==> config.mk <==
export PLATFORM = sky130hd
export DESIGN_NAME = exec_unit
export DESIGN_NICKNAME = d
export VERILOG_FILES = /design/src/rtl/exec_pkg.sv /design/src/rtl/exec_bus_if.sv /design/src/rtl/exec_commit.sv /design/src/rtl/exec_decode.sv /design/src/rtl/exec_next_pc.sv /design/src/rtl/exec_pipe_stage.sv /design/src/rtl/exec_result.sv /design/src/rtl/exec_unit.sv
export VERILOG_INCLUDE_DIRS = /design/src /design/src/rtl
export SDC_FILE = /design/constraint.sdc
export NUM_CORES = 1
export LEC_CHECK = 0
export BUFFER_PORTS_ARGS = -buffer_cell sky130_fd_sc_hd__buf_4
export CORE_MARGIN = 3
export CORE_UTILIZATION = 45
export DETAILED_ROUTE_END_ITERATION = 10
export PLACE_DENSITY_LB_ADDON = 0.15
export SYNTH_ARGS = -nofsm -noshare
export SYNTH_HDL_FRONTEND = slang
export SYNTH_SLANG_ARGS = --single-unit
==> constraint.sdc <==
create_clock -name clk -period 3.9 [get_ports clk]
set_input_delay 0.39 -clock clk [delete_from_list [all_inputs] [get_ports clk]]
set_output_delay 0.39 -clock clk [all_outputs]
set_load 0.01 [all_outputs]
==> src/rtl/exec_cfg.svh <==
`ifndef EXEC_CFG_SVH
`define EXEC_CFG_SVH

// pc taken on illegal encodings and misaligned targets
`define EXEC_TRAP_VEC 32'h0000_0100

// payload value of a stage after reset, sized by the payload type
`define EXEC_RESET_WORD '0

`endif

==> src/rtl/exec_pkg.sv <==
package exec_pkg;

    typedef logic [31:0] word_t;
    typedef logic [4:0]  reg_addr_t;
    typedef logic [6:0]  opcode_t;

    localparam opcode_t OPC_OP_IMM = 7'b0010011;
    localparam opcode_t OPC_LUI    = 7'b0110111;
    localparam opcode_t OPC_AUIPC  = 7'b0010111;
    localparam opcode_t OPC_JAL    = 7'b1101111;
    localparam opcode_t OPC_JALR   = 7'b1100111;
    localparam opcode_t OPC_LOAD   = 7'b0000011;
    localparam opcode_t OPC_BRANCH = 7'b1100011;

    typedef enum logic [2:0] {
        OP_ADDI,
        OP_LUI,
        OP_AUIPC,
        OP_JAL,
        OP_JALR,
        OP_LW,
        OP_BEQ,
        OP_ILLEGAL
    } op_class_e;

    typedef struct packed {
        op_class_e op;
        word_t     rs1_data;
        word_t     rs2_data;
        word_t     imm;
        word_t     pc;
        word_t     mem_data; // loaded word for lw
        reg_addr_t rd;
        logic      we;       // requested write enable
    } exec_req_t;

    typedef struct packed {
        reg_addr_t rd;
        logic      we;       // gated write enable
        word_t     result;
        word_t     next_pc;
        logic      trap;
    } commit_t;

endpackage

==> src/rtl/exec_bus_if.sv <==
`timescale 1ns/10ps

interface exec_bus_if;
    import exec_pkg::*;

    logic      valid;
    logic      ready;
    exec_req_t req;
    word_t     result;
    word_t     next_pc;
    logic      target_misaligned;

    modport stage (
        output valid,
        output req,
        input  ready
    );

    modport result_unit (
        input  req,
        output result
    );

    modport pc_unit (
        input  req,
        output next_pc,
        output target_misaligned
    );

    modport commit (
        input  valid,
        input  req,
        input  result,
        input  next_pc,
        input  target_misaligned,
        output ready
    );

endinterface

==> src/rtl/exec_commit.sv <==
`timescale 1ns/10ps
`include "exec_cfg.svh"

module exec_commit (
    exec_bus_if.commit        bus,
    output logic              out_valid,
    input  logic              out_ready,
    output exec_pkg::commit_t out_data
);
    import exec_pkg::*;

    logic trap;
    logic class_writes;
    logic rd_nonzero;

    // handshake passes straight through to the output stage
    assign out_valid = bus.valid;
    assign bus.ready = out_ready;

    assign trap = (bus.req.op == OP_ILLEGAL) || bus.target_misaligned;

    always_comb begin
        case (bus.req.op)
            OP_ADDI,
            OP_LUI,
            OP_AUIPC,
            OP_JAL,
            OP_JALR,
            OP_LW:   class_writes = 1'b1;
            default: class_writes = 1'b0; // beq and illegal
        endcase
    end

    assign rd_nonzero = (bus.req.rd != '0); // x0 is never written

    assign out_data.rd      = bus.req.rd;
    assign out_data.we      = !trap && class_writes && bus.req.we && rd_nonzero;
    assign out_data.result  = bus.result;
    assign out_data.next_pc = trap ? `EXEC_TRAP_VEC : bus.next_pc;
    assign out_data.trap    = trap;

endmodule

==> src/rtl/exec_decode.sv <==
`timescale 1ns/10ps

module exec_decode (
    input  exec_pkg::opcode_t   opcode,
    input  logic [2:0]          funct3,
    input  exec_pkg::word_t     rs1_data,
    input  exec_pkg::word_t     rs2_data,
    input  exec_pkg::word_t     imm,
    input  exec_pkg::word_t     pc,
    input  exec_pkg::word_t     mem_data,
    input  exec_pkg::reg_addr_t rd,
    input  logic                reg_write_en,
    output exec_pkg::exec_req_t req
);
    import exec_pkg::*;

    op_class_e op;

    always_comb begin
        op = OP_ILLEGAL;
        case (opcode)
            OPC_OP_IMM: begin
                if (funct3 == 3'b000) begin
                    op = OP_ADDI;
                end
            end
            OPC_LUI:   op = OP_LUI;   // funct3 is part of the immediate
            OPC_AUIPC: op = OP_AUIPC;
            OPC_JAL:   op = OP_JAL;
            OPC_JALR: begin
                if (funct3 == 3'b000) begin
                    op = OP_JALR;
                end
            end
            OPC_LOAD: begin
                if (funct3 == 3'b010) begin
                    op = OP_LW;
                end
            end
            OPC_BRANCH: begin
                if (funct3 == 3'b000) begin
                    op = OP_BEQ;
                end
            end
            default: op = OP_ILLEGAL;
        endcase
    end

    assign req.op       = op;
    assign req.rs1_data = rs1_data;
    assign req.rs2_data = rs2_data;
    assign req.imm      = imm;
    assign req.pc       = pc;
    assign req.mem_data = mem_data;
    assign req.rd       = rd;
    assign req.we       = reg_write_en;

endmodule

==> src/rtl/exec_next_pc.sv <==
`timescale 1ns/10ps

module exec_next_pc (
    exec_bus_if.pc_unit bus
);
    import exec_pkg::*;

    word_t seq_pc;
    word_t jal_target;
    word_t jalr_target;
    logic  branch_taken;

    assign seq_pc       = bus.req.pc + 32'd4;
    assign jal_target   = bus.req.pc + bus.req.imm; // also the beq target
    assign jalr_target  = (bus.req.rs1_data + bus.req.imm) & ~32'h1;
    assign branch_taken = (bus.req.rs1_data == bus.req.rs2_data);

    always_comb begin
        bus.next_pc           = seq_pc;
        bus.target_misaligned = 1'b0;
        case (bus.req.op)
            OP_JAL: begin
                bus.next_pc           = jal_target;
                bus.target_misaligned = jal_target[1];
            end
            OP_JALR: begin
                bus.next_pc           = jalr_target;
                bus.target_misaligned = jalr_target[1];
            end
            OP_BEQ: begin
                // not-taken branch never faults
                if (branch_taken) begin
                    bus.next_pc           = jal_target;
                    bus.target_misaligned = jal_target[1];
                end
            end
            default: begin
                bus.next_pc           = seq_pc;
                bus.target_misaligned = 1'b0;
            end
        endcase
    end

endmodule

==> src/rtl/exec_pipe_stage.sv <==
`timescale 1ns/10ps
`include "exec_cfg.svh"

module exec_pipe_stage #(
    parameter type payload_t = logic [31:0]
) (
    input  logic     clk,
    input  logic     reset,
    input  logic     in_valid,
    output logic     in_ready,
    input  payload_t in_data,
    output logic     out_valid,
    input  logic     out_ready,
    output payload_t out_data
);

    logic     full;
    payload_t data_q;

    // accept when empty or the held entry leaves this cycle
    assign in_ready  = !full || out_ready;
    assign out_valid = full;
    assign out_data  = data_q;

    always_ff @(posedge clk) begin
        if (reset) begin
            full <= 1'b0;
        end else if (in_ready) begin
            full <= in_valid;
        end
    end

    always_ff @(posedge clk) begin
        if (reset) begin
            data_q <= `EXEC_RESET_WORD;
        end else if (in_ready) begin
            data_q <= in_data;
        end
    end

endmodule

==> src/rtl/exec_result.sv <==
`timescale 1ns/10ps

module exec_result (
    exec_bus_if.result_unit bus
);
    import exec_pkg::*;

    word_t alu_a;
    word_t alu_sum;
    word_t link_addr;

    // operand a by class
    always_comb begin
        case (bus.req.op)
            OP_AUIPC: alu_a = bus.req.pc;
            OP_LUI:   alu_a = '0;
            default:  alu_a = bus.req.rs1_data;
        endcase
    end

    assign alu_sum   = alu_a + bus.req.imm;
    assign link_addr = bus.req.pc + 32'd4; // return address for jal/jalr

    always_comb begin
        case (bus.req.op)
            OP_JAL,
            OP_JALR: bus.result = link_addr;
            OP_LW:   bus.result = bus.req.mem_data;
            default: bus.result = alu_sum;
        endcase
    end

endmodule

==> src/rtl/exec_unit.sv <==
`timescale 1ns/10ps

module exec_unit (
    input  logic                clk,
    input  logic                reset,
    input  logic                in_valid,
    output logic                in_ready,
    input  exec_pkg::opcode_t   in_opcode,
    input  logic [2:0]          in_funct3,
    input  exec_pkg::word_t     in_rs1_data,
    input  exec_pkg::word_t     in_rs2_data,
    input  exec_pkg::word_t     in_imm,
    input  exec_pkg::word_t     in_pc,
    input  exec_pkg::word_t     in_mem_data,
    input  exec_pkg::reg_addr_t in_rd,
    input  logic                in_reg_write_en,
    output logic                out_valid,
    input  logic                out_ready,
    output exec_pkg::reg_addr_t out_rd,
    output logic                out_we,
    output exec_pkg::word_t     out_result,
    output exec_pkg::word_t     out_next_pc,
    output logic                out_trap
);
    import exec_pkg::*;

    exec_req_t  dec_req;
    logic       cmt_valid;
    logic       cmt_ready;
    commit_t    cmt_data;
    commit_t    out_data;

    exec_bus_if bus ();

    exec_decode u_decode (
        .opcode       (in_opcode),
        .funct3       (in_funct3),
        .rs1_data     (in_rs1_data),
        .rs2_data     (in_rs2_data),
        .imm          (in_imm),
        .pc           (in_pc),
        .mem_data     (in_mem_data),
        .rd           (in_rd),
        .reg_write_en (in_reg_write_en),
        .req          (dec_req)
    );

    exec_pipe_stage #(.payload_t(exec_req_t)) u_req_stage (
        .clk       (clk),
        .reset     (reset),
        .in_valid  (in_valid),
        .in_ready  (in_ready),
        .in_data   (dec_req),
        .out_valid (bus.valid),
        .out_ready (bus.ready),
        .out_data  (bus.req)
    );

    // both units read the registered request in parallel
    exec_result  u_result  (.bus(bus.result_unit));
    exec_next_pc u_next_pc (.bus(bus.pc_unit));

    exec_commit u_commit (
        .bus       (bus.commit),
        .out_valid (cmt_valid),
        .out_ready (cmt_ready),
        .out_data  (cmt_data)
    );

    exec_pipe_stage #(.payload_t(commit_t)) u_out_stage (
        .clk       (clk),
        .reset     (reset),
        .in_valid  (cmt_valid),
        .in_ready  (cmt_ready),
        .in_data   (cmt_data),
        .out_valid (out_valid),
        .out_ready (out_ready),
        .out_data  (out_data)
    );

    assign out_rd      = out_data.rd;
    assign out_we      = out_data.we;
    assign out_result  = out_data.result;
    assign out_next_pc = out_data.next_pc;
    assign out_trap    = out_data.trap;

endmodule
After elaboration in Yosys (flattened, before gate mapping)
Index checks and enable logic that the tools add are counted.
- flip-flop bits (word level): 242
- logic and storage cells: 62
- output and inout port bits: 73
- reductions and logical operators: 14
- add/sub/neg operators: 4
- mux-type cells: 13
- eq/ne operators: 16
- operators by type and width (kind ; count):
    32-bit one-hot mux with 2 select lines ; 2
    32-bit adder ; 3
    32-bit one-hot mux with 3 select lines ; 1
    32-bit 2-to-1 mux ; 2
    32-bit by 3-bit adder with 32-bit output (second input constant) ; 1
    32-bit equality test ; 1
    7-bit equality test (second input constant) ; 3
    3-bit one-hot mux with 7 select lines ; 1
    7-bit by 5-bit equality test with 1-bit output (second input constant) ; 2
    3-bit equality test (second input constant) ; 4
    3-bit by 2-bit equality test with 1-bit output (second input constant) ; 3
    7-bit by 2-bit equality test with 1-bit output (second input constant) ; 1
    7-bit by 6-bit equality test with 1-bit output (second input constant) ; 1
    3-bit zero test ; 2
    6-bit OR reduction ; 1
    5-bit nonzero test ; 1
    2-bit 2-to-1 mux ; 2
    3-bit by 1-bit equality test with 1-bit output (second input constant) ; 1
    1-bit logical AND ; 3
    1-bit zero test ; 3
    1-bit logical OR ; 3
    1-bit 2-to-1 mux ; 3
    3-bit 2-to-1 mux ; 1
    1-bit one-hot mux with 3 select lines ; 1
    2-bit OR reduction ; 1

Logic depth before layout (Yosys ltp)
Gate-level depths: netlist of the first run.
- word-level depth: 8
- depth in mapped cells: 18

Cells and area by module
From an unflattened synthesis of the first run, not the netlist that was laid out.
- cells, all modules: 2530
- area total of the unflattened synthesis: 21187.8 µm²
- modules (own cells, without submodules) (module ; area an instance (µm²) ; sequential area each (µm²) ; times used ; cells an instance):
    exec_pipe_stage (u_req_stage) ; 7693.6 ; 3403.3 ; 1 ; 776
    exec_next_pc ; 4573.1 ; 0.0 ; 1 ; 646
    exec_pipe_stage (u_out_stage) ; 3638.5 ; 1441.4 ; 1 ; 328
    exec_result ; 3309.4 ; 0.0 ; 1 ; 504
    exec_decode ; 1423.9 ; 0.0 ; 1 ; 195
    exec_commit ; 549.3 ; 0.0 ; 1 ; 81

Least setup slack after synthesis of the first run
Ideal clock, no wire load.
- kind: register -> register
- from: register u_req_stage.data_q (netlist bit u_req_stage.out_data[167])
- to: register u_out_stage.data_q (netlist bit u_out_stage.out_data[62])
- data required time: 3.768 ns
- setup slack: 0.131 ns
- arrival time: 3.637 ns
- cell stages (with the launch flop): 16
- library setup time: 0.132 ns
- cells stage by stage: dfxtp_1 > clkbuf_1 > nor3b_1 > clkbuf_1 > a22o_1 > ha_1 > a2111oi_0 > o21ai_0 > a31oi_1 > a22oi_1 > a31o_1 > o41ai_1 > a21oi_1 > xor2_1 > a21oi_1 > nor3_1
- cells in the longest elaborated chain, start to end: 4
- elaborated cells on any way between the ends: 9
- ends and longest elaborated chain (item ; line ; RTL):
    start, declared ; exec_pipe_stage.sv:18 ; payload_t data_q;
    start signal, assigned ; exec_pipe_stage.sv:35 ; data_q <= `EXEC_RESET_WORD;
    start signal, assigned ; exec_pipe_stage.sv:37 ; data_q <= in_data;
    3-bit by 1-bit equality test with 1-bit output / 3-bit by 2-bit equality test with 1-bit output (equally long branches) ; exec_result.sv:14 ; case (bus.req.op)
    32-bit one-hot mux with 2 select lines ; exec_result.sv:14 ;
    32-bit adder ; exec_result.sv:21 ; assign alu_sum = alu_a + bus.req.imm;
    32-bit one-hot mux with 2 select lines * ; exec_result.sv:25 ; case (bus.req.op)
    end signal, assigned ; exec_pipe_stage.sv:35 ;
    end signal, assigned ; exec_pipe_stage.sv:37 ;
    end, declared ; exec_pipe_stage.sv:18 ;
Every way passes the cells marked *; elsewhere a longest branch is shown, timed or not.
A chain may end at the register's enable or synchronous reset.

Final worst setup path of the first run
- from: register u_req_stage.data_q (netlist bit u_req_stage.out_data[42])
- to: register u_out_stage.data_q (netlist bit u_out_stage.out_data[13])
- cells in the longest elaborated chain, start to end: 4
- elaborated cells on any way between the ends: 5
- ends and longest elaborated chain (item ; line ; RTL):
    32-bit by 3-bit adder with 32-bit output / 32-bit adder (equally long branches) ; exec_next_pc.sv:13, exec_next_pc.sv:14 ;
    32-bit 2-to-1 mux ; exec_next_pc.sv:32 ; if (branch_taken) begin
    32-bit one-hot mux with 3 select lines * ; exec_next_pc.sv:21 ; case (bus.req.op)
    32-bit 2-to-1 mux * ; exec_commit.sv:39 ; assign out_data.next_pc = trap ? `EXEC_TRAP_VEC : bus.next_pc;
Marked as above.

==> impl_metrics.csv, run 1 <==
group,metric,value,unit
clock_tree,clock_latency,0.56,ns
synthesis,synth_area,15000,µm²
grt,grt_use_met2,0.456,
power_and_ir_drop,swShare,0.291,
place,placement.setup.worst_slack,0.126,ns
clock_tree,clkTransAtPathRegs,0.06,ns
sta,hold_violations,0,
power_and_ir_drop,p_seq_frac,0.386,
drt,drc,0,
synthesis,yosysUniqueCellTypes,73,
drt,post_drt_wl_per_cell,20.3,µm
synthesis,seq_area_frac_synth,0.323,
layout,final_nets,2492,
place,dpl.hpwl,41000,µm
floorplanning,placementRows,66,
setup_path,worst-path-max-fanout,7,
setup_path,worst_setup_path_end_kind,"flip-flop",
grt,grt_pass1_vias,14800,
worst_hold_path,hold_path_depth,3,
grt,grt_pass1_wl,82500,µm
grt,grt-busiest-layer,"met2",
sta,setup_viol,0,
power_and_ir_drop,p_leak,8.36,nW
sta,drv_slew,0,
drt,viasPerCell,5.76,
synthesis,synth_nets,2260,
layout,areaGrowthSynthToFinish,23.9,%
floorplanning,die_area,35600,µm²
synthesis,syn_inst,1984,
layout,antenna-diode-count,0,
grt,grtUsageMet1,0.404,
layout,layout-drive-gt1-share,0.174,
sta,skew,0.0129,ns
setup_path,timing.rr.end,"u_out_stage.out_data[13]",
sta,clock.fmax,264,MHz
drt,ant_nets,0,
setup_path,ff2ff_path_depth,9,
clock_tree,htreeDepth,1,
clock_tree,post-cts-setup-buffers,0,
power_and_ir_drop,p_switching,0.00213,W
floorplanning,die_h,189,µm
floorplanning,io_pins,253,
synthesis,yosysWarnings,0,
clock_tree,numCtsBuffers,28,
setup_path,regToRegSetupSlack,0.11,ns
drt,drtIter0Drc,1371,
setup_path,cp.arrival,4.21,ns
floorplanning,core_area,32700,µm²
synthesis,async_flop_share,0,
synthesis,ys_ff_latch,242,
sta,setup_slack,0.111,ns
power_and_ir_drop,powerDensity,393,nW/µm²
place,gp_congestion,0.986,
sta,rsz0062_at_grt,"false",
synthesis,synth_flop_cell,"dfxtp_1",
layout,fillerInstances,3195,
setup_path,criticalPathCategory,"flip-flop to flip-flop",
clock_tree,root_buffer,"clkbuf_16",
synthesis,avgSynthCellArea,7.57,µm²
power_and_ir_drop,clock_power_share,0.394,
grt,antenna_found_initial,2,
worst_hold_path,worstHoldStart,"in_valid",
sta,slew_headroom,0.338,
setup_path,start_kind,"flip-flop",
power_and_ir_drop,p_int,0.00518,W
grt,grt_use_total,0.292,
drt,vias,15400,
worst_hold_path,hp-class,"input port to flip-flop",
sta,fin_tns_setup,0,ns
sta,period_minus_slack,3.79,ns
synthesis,synth_edf_count,0,
clock_tree,cts.sinks,242,
setup_path,crit_required,4.32,ns
floorplanning,die_w,189,µm
floorplanning,start_util,0.459,
sta,worst_pin_slew,0.979,ns
power_and_ir_drop,max-vdd-ir-drop,0.338,mV
sta,finalCritPeriodShare,0.971,
clock_tree,cts_hold_buf,0,
worst_hold_path,hold_end,"u_req_stage.out_valid",
clock_tree,cts_tree,"done",
grt,grtUsageMet3,0.0547,
power_and_ir_drop,pwr-share-comb,0.220,
place,port_buffers,252,
grt,grt_max_degree,168,
grt,grt_overflow,0,
run,cap_violations,0,
drt,routed_wl,54400,µm
setup_path,worstReg2RegStart,"u_req_stage.out_data[42]",
run_status,status,"completed",
power_and_ir_drop,finalPower,0.00731,W
clock_tree,cts_buffer_depth,3,
drt,firstDrtPassIters,6,
[area by class of cell]
class                      instances  area, µm²  area share
sequential                       242       4850       0.261
clock inverter                    11        238      0.0128
clock buffer                      38        788      0.0424
inverter                          29        111     0.00599
multi-input combinational       1599       9660       0.519
timing repair buffer             316       2400       0.129
tap                              442        553      0.0297
[cells in the mapped netlist, types with 4 or more instances]
cell | instances | area (µm²)
nand2_1 | 445 | 1670
a21oi_1 | 282 | 1410
dfxtp_1 | 242 | 4840
nor2_1 | 128 | 480
clkbuf_1 | 108 | 405
xnor2_1 | 100 | 876
ha_1 | 93 | 1160
o21ai_0 | 59 | 295
nor3_1 | 47 | 235
xor2_1 | 41 | 359
a21o_1 | 40 | 300
a22o_1 | 31 | 272
inv_1 | 28 | 105
a221o_1 | 27 | 270
nand4_1 | 25 | 156
a221oi_1 | 22 | 193
nand2b_1 | 21 | 131
nand3_1 | 19 | 95.1
a222oi_1 | 17 | 170
a31oi_1 | 15 | 93.8
o21a_1 | 14 | 105
a22oi_1 | 13 | 97.6
nor2b_1 | 13 | 81.3
o21ai_1 | 13 | 65.1
o21bai_1 | 12 | 90.1
a211oi_1 | 11 | 82.6
or3_1 | 9 | 56.3
and4_1 | 8 | 70.1
and2_1 | 7 | 43.8
or2_2 | 7 | 43.8
and3_1 | 6 | 37.5
buf_1 | 5 | 18.8
o211ai_1 | 5 | 37.5
nor3b_1 | 4 | 30.0
o31ai_1 | 4 | 30.0
or4_1 | 4 | 30.0
[worst max-delay path, cell delays in order, from the launching register on]
cell      delay [ns]
dfxtp_1         0.51
ha_1            0.36
a21oi_1         0.23
nor4b_1         0.82
a21oi_1         0.33
a31oi_1         0.34
o21ai_0         0.14
xor2_1          0.16
a222oi_1        0.65
o21ai_1         0.10
[layout by cell type, fill, tap and decap left out, drive strengths merged, types with 4 or more instances in the layout]
cell type  count
a221o         27
and4           8
a31oi         15
o211ai         5
a221oi        23
a211oi        11
nor3          48
nor2         128
o21bai        12
nor2b         13
o31ai          4
a222oi        17
and3           7
inv           30
nor3b          4
or2            9
or3           10
and2           7
o21ai         73
or4            4
xnor2        100
nand2b        21
a31o           4
o21a          14
a21oi        283
clkbuf        38
bufinv         6
clkinv         4
nand4         25
ha            93
nand2        445
xor2          42
dfxtp        242
nand3         20
a21o          40
a22oi         13
buf          316
a22o          31
[cells by family (layout without fill, tap and decap cells)]
| kind of cell | after synthesis | count (layout) | synth area share |
|---|---|---|---|
| simple gates | 760 | 760 | 0.221 |
| compound gates | 599 | 599 | 0.255 |
| flops | 242 | 242 | 0.323 |
| buf+inv | 143 | 394 | 0.0362 |
| xor+xnor | 142 | 142 | 0.0833 |
| fa+ha+maj | 96 | 96 | 0.0815 |
| mux | 2 | 2 | 0.00133 |
[state kept, by name, summed over array words and instances (netlist names)]
signal                 flops
u_out_stage.out_data      71
u_out_stage.out_valid      1
u_req_stage.out_data     169
u_req_stage.out_valid      1
[how the worst max path moves through the flow]
stage / startpoint / cells past startpoint / slack [ns] / end
after floorplan: u_req_stage.out_data[167] / 15 / 0.13 / u_out_stage.out_data[62]
after global placement: u_req_stage.out_data[167] / 15 / 0.18 / u_out_stage.out_data[56]
after detailed placement: u_req_stage.out_data[167] / 15 / 0.13 / u_out_stage.out_data[61]
after CTS: u_req_stage.out_data[167] / 15 / 0.11 / u_out_stage.out_data[61]
after global routing: u_req_stage.out_data[167] / 16 / 0.009 / u_out_stage.out_data[60]
final: u_req_stage.out_data[42] / 9 / 0.11 / u_out_stage.out_data[13]
[power by group through the flow]
stage | sequential, W | clock (W) | combinational [W]
6_report | 0.00282 | 0.00288 | 0.00161
4_1_cts | 0.00282 | 0.00292 | 0.00159
3_3_place_gp | 0.00287 | 0 | 0.00157
5_1_grt | 0.00284 | 0.00302 | 0.00175
3_5_place_dp | 0.00287 | 0 | 0.00158
2_1_floorplan | 0.00285 | 0 | 0.000918
[metrics by stage]
| step | instances | utilization | area [µm²] | hold slack (ns) |
|---|---|---|---|---|
| global placement | 2628 | 0.537 | 17600 | 0.442 |
| finish | 2677 | 0.569 | 18600 | 0.0574 |
| global route | 2677 | 0.569 | 18600 | 0.0638 |
| floorplan | 1984 | - | 15000 | 0.432 |
| detailed placement | 2628 | 0.537 | 17600 | 0.442 |
| CTS | 2677 | 0.568 | 18600 | 0.0369 |
[layer usage]
layer  vias up  part of all wire
met5         -           0.00022
met2       622              0.44
met3        99             0.083
li1       7521                 -
met1      7183              0.44
met4         2             0.034
[timing repair]
item / in CTS / in global routing
endpoints found under the setup margin: 0 / 16
resized for setup: 0 / 7
endpoints found under the hold margin: 0 / 0
(Power assumes the default switching activity.)
==> run 2: changes to the inputs <==
ABC_AREA = 1   (was not set)
==> run 2 against run 1 <==
Net effect: clock-buffer cell count shrank 6; hold slack improved by 0.0065 ns; clock power decreased by 10%; setup slack gained 0.17 ns; die area is 21% higher; largest power group is now registers.
==> impl_metrics.csv, run 2 <==
group,metric,value,unit
sta,fin_tns_setup,0,ns
synthesis,synth_flop_cell,"dfxtp_1",
synthesis,synth_top_cell_area_share,0.265,
drt,top_layer,"met4",
sta,hold_violations,0,
layout,layout-drive-gt1-share,0.120,
clock_tree,cts_hold_buf,0,
layout,antenna-diode-count,0,
setup_path,start_kind,"flip-flop",
synthesis,ys_ff_latch,242,
setup_path,worst-path-max-fanout,21,
floorplanning,placementRows,73,
layout,final_nets,3535,
power_and_ir_drop,clock_power_share,0.353,
layout,largest_reg_flops,169,
synthesis,synth_edf_count,0,
drt,route.met2.wl,35800,µm
drt,ant_nets,0,
run,cap_violations,0,
drt,post_drt_wl_per_cell,21.6,µm
synthesis,avgSynthCellArea,5.97,µm²
setup_path,regToRegSetupSlack,0.28,ns
synthesis,yosysUniqueCellTypes,51,
clock_tree,cts_tree,"done",
drt,dr_wl_met3,7290,µm
layout,areaGrowthSynthToFinish,18.0,%
sta,rsz0062_at_grt,"false",
layout,post-route-util,0.540,
sta,setup_viol,0,
synthesis,yosysTopAreaCell,"dfxtp_1",
sta,clock.fmax,276,MHz
run_status,status,"completed",
setup_path,worst_setup_path_end_kind,"flip-flop",
clock_tree,clkTransAtPathRegs,0.07,ns
synthesis,async_flop_share,0,
floorplanning,io_pins,253,
clock_tree,cts_buffer_depth,3,
worst_hold_path,hp-class,"input port to flip-flop",
clock_tree,root_buffer,"clkbuf_16",
drt,met1Wirelength,35300,µm
setup_path,worstReg2RegStart,"u_req_stage.out_data[168]",
synthesis,yosys-top-cells-area,"dfxtp_1 27%, nand2_1 20%, nand3_1 9.9%",
power_and_ir_drop,p_switching,0.00256,W
sta,holdWs,0.0639,ns
setup_path,cp.arrival,4.11,ns
clock_tree,clock_latency,0.58,ns
setup_path,criticalPathCategory,"flip-flop to flip-flop",
sta,worst_pin_slew,0.970,ns
grt,antenna_found_initial,0,
power_and_ir_drop,p_leak,10.8,nW
power_and_ir_drop,max-vdd-ir-drop,0.333,mV
layout,multi_input_area,11500,µm²
floorplanning,die_area,43100,µm²
setup_path,ff2ff_path_depth,19,
synthesis,synth_nets,3336,
synthesis,yosysWarnings,0,
drt,firstDrtPassIters,7,
grt,grt_max_degree,201,
sta,finalCritPeriodShare,0.928,
clock_tree,numCtsBuffers,27,
floorplanning,die_w,208,µm
synthesis,seq_area_frac_synth,0.265,
setup_path,crit_required,4.39,ns
drt,routed_wl,82100,µm
setup_path,startpoint,"u_req_stage.out_data[168]",
layout,fillerInstances,4072,
setup_path,timing.rr.end,"u_out_stage.out_data[53]",
synthesis,yosysMostFrequentCell,"nand2_1",
setup_path,critPathCapture,"u_out_stage.out_data[53]",
grt,grt_overflow,0,
sta,skew,0.0182,ns
drt,drtIter0Drc,2651,
grt,grt_pass1_vias,19900,
sta,period_minus_slack,3.62,ns
drt,drc,0,
grt,grt_pass1_wl,121000,µm
layout,regArea,4850,µm²
place,port_buffers,252,
synthesis,ys_top_cells_by_count,"976 x nand2_1, 383 x inv_1, 360 x nand3_1",
layout,final_common_cell,"nand2_1",
drt,viasPerCell,5.68,
power_and_ir_drop,p_seq_frac,0.394,
clock_tree,cts.sinks,242,
floorplanning,start_util,0.458,
floorplanning,die_h,208,µm
layout,layout_common_cells,"975 x nand2_1, 383 x inv_1, 360 x nand3_1",
power_and_ir_drop,swShare,0.350,
floorplanning,core_area,39900,µm²
place,dpl.hpwl,65500,µm
synthesis,syn_inst,3060,
synthesis,synth_area,18300,µm²
power_and_ir_drop,pwr-share-comb,0.254,
clock_tree,htreeDepth,1,
drt,vias,21600,
sta,drv_slew,0,
power_and_ir_drop,powerDensity,340,nW/µm²
power_and_ir_drop,p_int,0.00476,W
sta,slew_headroom,0.354,
place,gp_congestion,1.07,
grt,grt_use_total,0.362,
-- run 2: cell types whose count changed after synthesis, sizes merged, moves of 17 or more --
cell	delta
a21o	-32
a21oi	+27
a221o	-27
a221oi	-21
a222oi	-17
a22o	-31
buf	+19
inv	+365
nand2	+535
nand2b	-21
nand3	+340
nor2	+68
o21ai	+26
xnor2	-73
-- run 2: layout make-up --
class                   instances  area share
multi-input cells            2301       0.531
flip-flops and latches        242       0.225
repair buffers                290       0.103
inverters                     397      0.0695
clock buffers                  32      0.0341
well taps                     525      0.0305
clock inverters                18     0.00719
-- run 2: kinds of logic after synthesis --
kind of cell               Yosys count  synth area share
buffers and inverters              518             0.110
adders and majority gates           96            0.0669
and+or+nand+nor                   1649             0.380
AOI/OAI and AO/OA                  500             0.151
xor gates and xnor gates            55            0.0264
DFF                                242             0.265
-- run 2: worst min path at each step --
| stage | depth (start not counted) | endpoint | from | slack (ns) |
|---|---|---|---|---|
| floorplan | 2 | u_out_stage.out_data[67] | u_req_stage.out_data[2] | 0.44 |
| finish | 3 | u_req_stage.out_data[51] | in_pc[13] | 0.06 |
| CTS | 3 | u_req_stage.out_data[51] | in_pc[13] | 0.06 |
| detailed placement | 2 | u_out_stage.out_data[21] | u_out_stage.out_data[21] | 0.46 |
| global placement | 2 | u_out_stage.out_data[16] | u_out_stage.out_data[16] | 0.45 |
| global route | 3 | u_req_stage.out_data[51] | in_pc[13] | 0.07 |
-- run 2: repair_timing --
action,in CTS,in global routing
pin swaps,0,1
resized for setup,1,2
buffers inserted,0,1
endpoints found under the setup margin,7,21
gates cloned,0,1
-- run 2: power by group through the flow --
stage | clock [W] | combinational (W) | sequential [W]
after global placement | 0 | 0.00179 | 0.00292
after floorplan | 0 | 0.00106 | 0.00285
after detailed placement | 0 | 0.00181 | 0.00292
after global routing | 0.00269 | 0.00202 | 0.00289
after CTS | 0.00260 | 0.00182 | 0.00287
final | 0.00258 | 0.00186 | 0.00288
-- run 2: layer usage --
layer	vias to the layer above	GRT usage
met4	0	0.135
met2	1078	0.567
met5	-	0
li1	10300	-
met1	10100	0.506
met3	153	0.0536
-- run 2: stage by stage --
stage,worst slack (ns),total power (W),instance area (µm²),std cells
detailed placement,-0.0662,0.00473,20600,3753
global route,0.0669,0.00761,21600,3805
finish,0.281,0.00732,21600,3805
CTS,0.217,0.00729,21500,3803
global placement,0.0304,0.00471,20600,3753
floorplan,1.12,0.00391,18300,3060
-- run 2: worst max-delay path, cell delays in order, from the launching register on --
cell	delay, ns
dfxtp_1	0.58
inv_2	0.30
nand2_2	0.24
o21ai_2	0.22
o21ai_0	0.26
ha_1	0.20
inv_1	0.05
fa_1	0.35
inv_1	0.10
nand3_1	0.08
nand2_1	0.12
nand2_1	0.06
nand3_1	0.21
nand2_1	0.08
nand2_1	0.19
nand2_1	0.08
inv_1	0.08
nor3_1	0.04
nand3b_1	0.16
a21oi_1	0.16
==> run 3: changes to the inputs <==
CORE_ASPECT_RATIO = 0.7   (was not set)
==> run 3 against run 2 <==
Net effect: first-iteration DRC count increased by 12%; critical path depth increased by 1; routed wire length increased by 6.7%; clock-buffer cell count decreased by 2; clock skew increased by 0.0060 ns; sequential share of layout area about the same; register-to-register slack got worse by 0.03 ns; sequential power increased by 1%; utilization decreased by 0.072 points; hold slack got worse by 0.027 ns; global-route usage increased by 2.7 points.
==> impl_metrics.csv, run 3 (synthesized netlist as in run 2, its figures left out) <==
group,metric,value,unit
run_status,status,"completed",
floorplanning,start_util,0.458,
clock_tree,cts_tree,"done",
grt,grt_overflow,0,
grt,grt_pass1_vias,19300,
sta,slew_headroom,0.295,
layout,regArea,4850,µm²
layout,fillerInstances,4123,
power_and_ir_drop,p_int,0.00480,W
power_and_ir_drop,p_switching,0.00259,W
sta,holdWs,0.0373,ns
setup_path,criticalPathCategory,"flip-flop to flip-flop",
drt,ant_nets,0,
power_and_ir_drop,p_leak,10.8,nW
place,placement.setup.worst_slack,0.277,ns
drt,vias,22000,
floorplanning,die_area,43100,µm²
layout,final_common_cell,"nand2_1",
setup_path,crit_required,4.38,ns
clock_tree,root_buffer,"clkbuf_16",
setup_path,cp.arrival,4.13,ns
sta,fin_tns_setup,0,ns
sta,finalCritPeriodShare,0.936,
grt,grt_use_total,0.389,
layout,layout-drive-gt1-share,0.118,
clock_tree,ctsResizeCount,0,
floorplanning,die_h,175,µm
place,place_inst,3765,
sta,worst_pin_slew,1.06,ns
place,gp_congestion,1.07,
clock_tree,clkTransAtPathRegs,0.07,ns
clock_tree,post-cts-setup-buffers,0,
layout,multi_input_area,11400,µm²
sta,rsz0062_at_grt,"false",
clock_tree,cts_hold_buf,0,
layout,final_nets,3533,
grt,grt_max_degree,200,
floorplanning,io_pins,253,
drt,firstDrtPassIters,8,
sta,period_minus_slack,3.65,ns
grt,antenna_found_initial,2,
setup_path,worst_setup_path_end_kind,"flip-flop",
sta,clock.fmax,274,MHz
setup_path,start_kind,"flip-flop",
power_and_ir_drop,pwr-share-comb,0.259,
power_and_ir_drop,max-vdd-ir-drop,0.503,mV
power_and_ir_drop,swShare,0.351,
clock_tree,numCtsBuffers,25,
worst_hold_path,hp-class,"input port to flip-flop",
sta,setup_slack,0.251,ns
sta,setup_viol,0,
layout,largest_reg_flops,169,
drt,drtIter0Drc,2961,
place,dpl.hpwl,69700,µm
run,cap_violations,0,
sta,hold_violations,0,
floorplanning,placementRows,61,
clock_tree,cts_buffer_depth,3,
power_and_ir_drop,powerDensity,343,nW/µm²
sta,skew,0.0242,ns
clock_tree,cts.sinks,242,
place,port_buffers,252,
clock_tree,htreeDepth,1,
sta,drv_slew,0,
drt,post_drt_wl_per_cell,23.0,µm
layout,layout_common_cells,"975 x nand2_1, 383 x inv_1, 360 x nand3_1",
grt,grt_pass1_wl,125000,µm
power_and_ir_drop,p_seq_frac,0.395,
drt,viasPerCell,5.78,
layout,layout.cells.non_filler,3812,
power_and_ir_drop,clock_power_share,0.346,
floorplanning,core_area,39900,µm²
clock_tree,clock_latency,0.56,ns
floorplanning,die_w,247,µm
layout,areaGrowthSynthToFinish,17.8,%
setup_path,worst-path-max-fanout,21,
drt,drc,0,
drt,routed_wl,87600,µm
[run 3: changes by cell type in the layout (fill, tap and decap cells not counted), moves of 3 or more]
cell,before,now
clkbuf_8,4,1
clkbuf_1,1,4
clkinv_2,9,6
bufinv_16,1,4
[run 3: per-stage QoR]
step / instance area, µm² / power [W] / util
floorplan: 18300 / 0.00391 / -
global placement: 20700 / 0.00477 / 0.518
detailed placement: 20700 / 0.00479 / 0.518
CTS: 21500 / 0.00732 / 0.539
global route: 21500 / 0.00764 / 0.539
finish: 21500 / 0.00739 / 0.540
[run 3: worst max-delay path: stages (launching register included)]
cell      delay [ns]
dfxtp_1         0.53
inv_4           0.18
nand2_2         0.14
o21ai_4         0.12
buf_4           0.22
o21ai_0         0.23
ha_1            0.24
inv_1           0.07
fa_1            0.36
inv_1           0.09
nand3_1         0.07
nand2_1         0.13
nand2_1         0.07
nand3_1         0.20
nand2_1         0.08
nand2_1         0.16
nand2_1         0.10
inv_1           0.11
nor3_1          0.05
nand3b_1        0.26
a21oi_1         0.17
[run 3: area by class of cell]
| class | instances | share of cell area |
|---|---|---|
| multi-input combinational | 2300 | 0.531 |
| tap | 535 | 0.0311 |
| clock inverter | 15 | 0.00877 |
| timing repair buffer | 291 | 0.103 |
| inverter | 397 | 0.0697 |
| clock buffer | 30 | 0.0304 |
| sequential | 242 | 0.225 |
| antenna | 2 | 0.000232 |
[run 3: power groups by stage]
| stage | Clock (W) | Sequential (W) | Combinational (W) |
|---|---|---|---|
| after floorplan | 0 | 0.00285 | 0.00106 |
| after global placement | 0 | 0.00295 | 0.00183 |
| after detailed placement | 0 | 0.00295 | 0.00184 |
| after CTS | 0.00257 | 0.00290 | 0.00185 |
| after global routing | 0.00266 | 0.00292 | 0.00206 |
| final | 0.00256 | 0.00292 | 0.00192 |
[run 3: metal layers]
metal | global-route usage | up-vias | part of all wire
li1 | - | 10300 | -
met2 | 0.523 | 1411 | 0.38
met5 | 0.0136 | - | 0.0011
met1 | 0.585 | 10200 | 0.45
met4 | 0.115 | 4 | 0.032
met3 | 0.118 | 149 | 0.14
[run 3: worst paths after layout]
| check | startpoint | to | slack (ns) | cells past startpoint |
|---|---|---|---|---|
| worst min register to register | u_out_stage.out_data[21] | u_out_stage.out_data[21] | 0.47 | 2 |
| worst max-delay path | u_req_stage.out_data[168] | u_out_stage.out_data[53] | 0.25 | 20 |
| worst max register to register | u_req_stage.out_data[168] | u_out_stage.out_data[53] | 0.25 | 20 |
| worst min-delay path | reset | u_req_stage.out_data[1] | 0.04 | 2 |
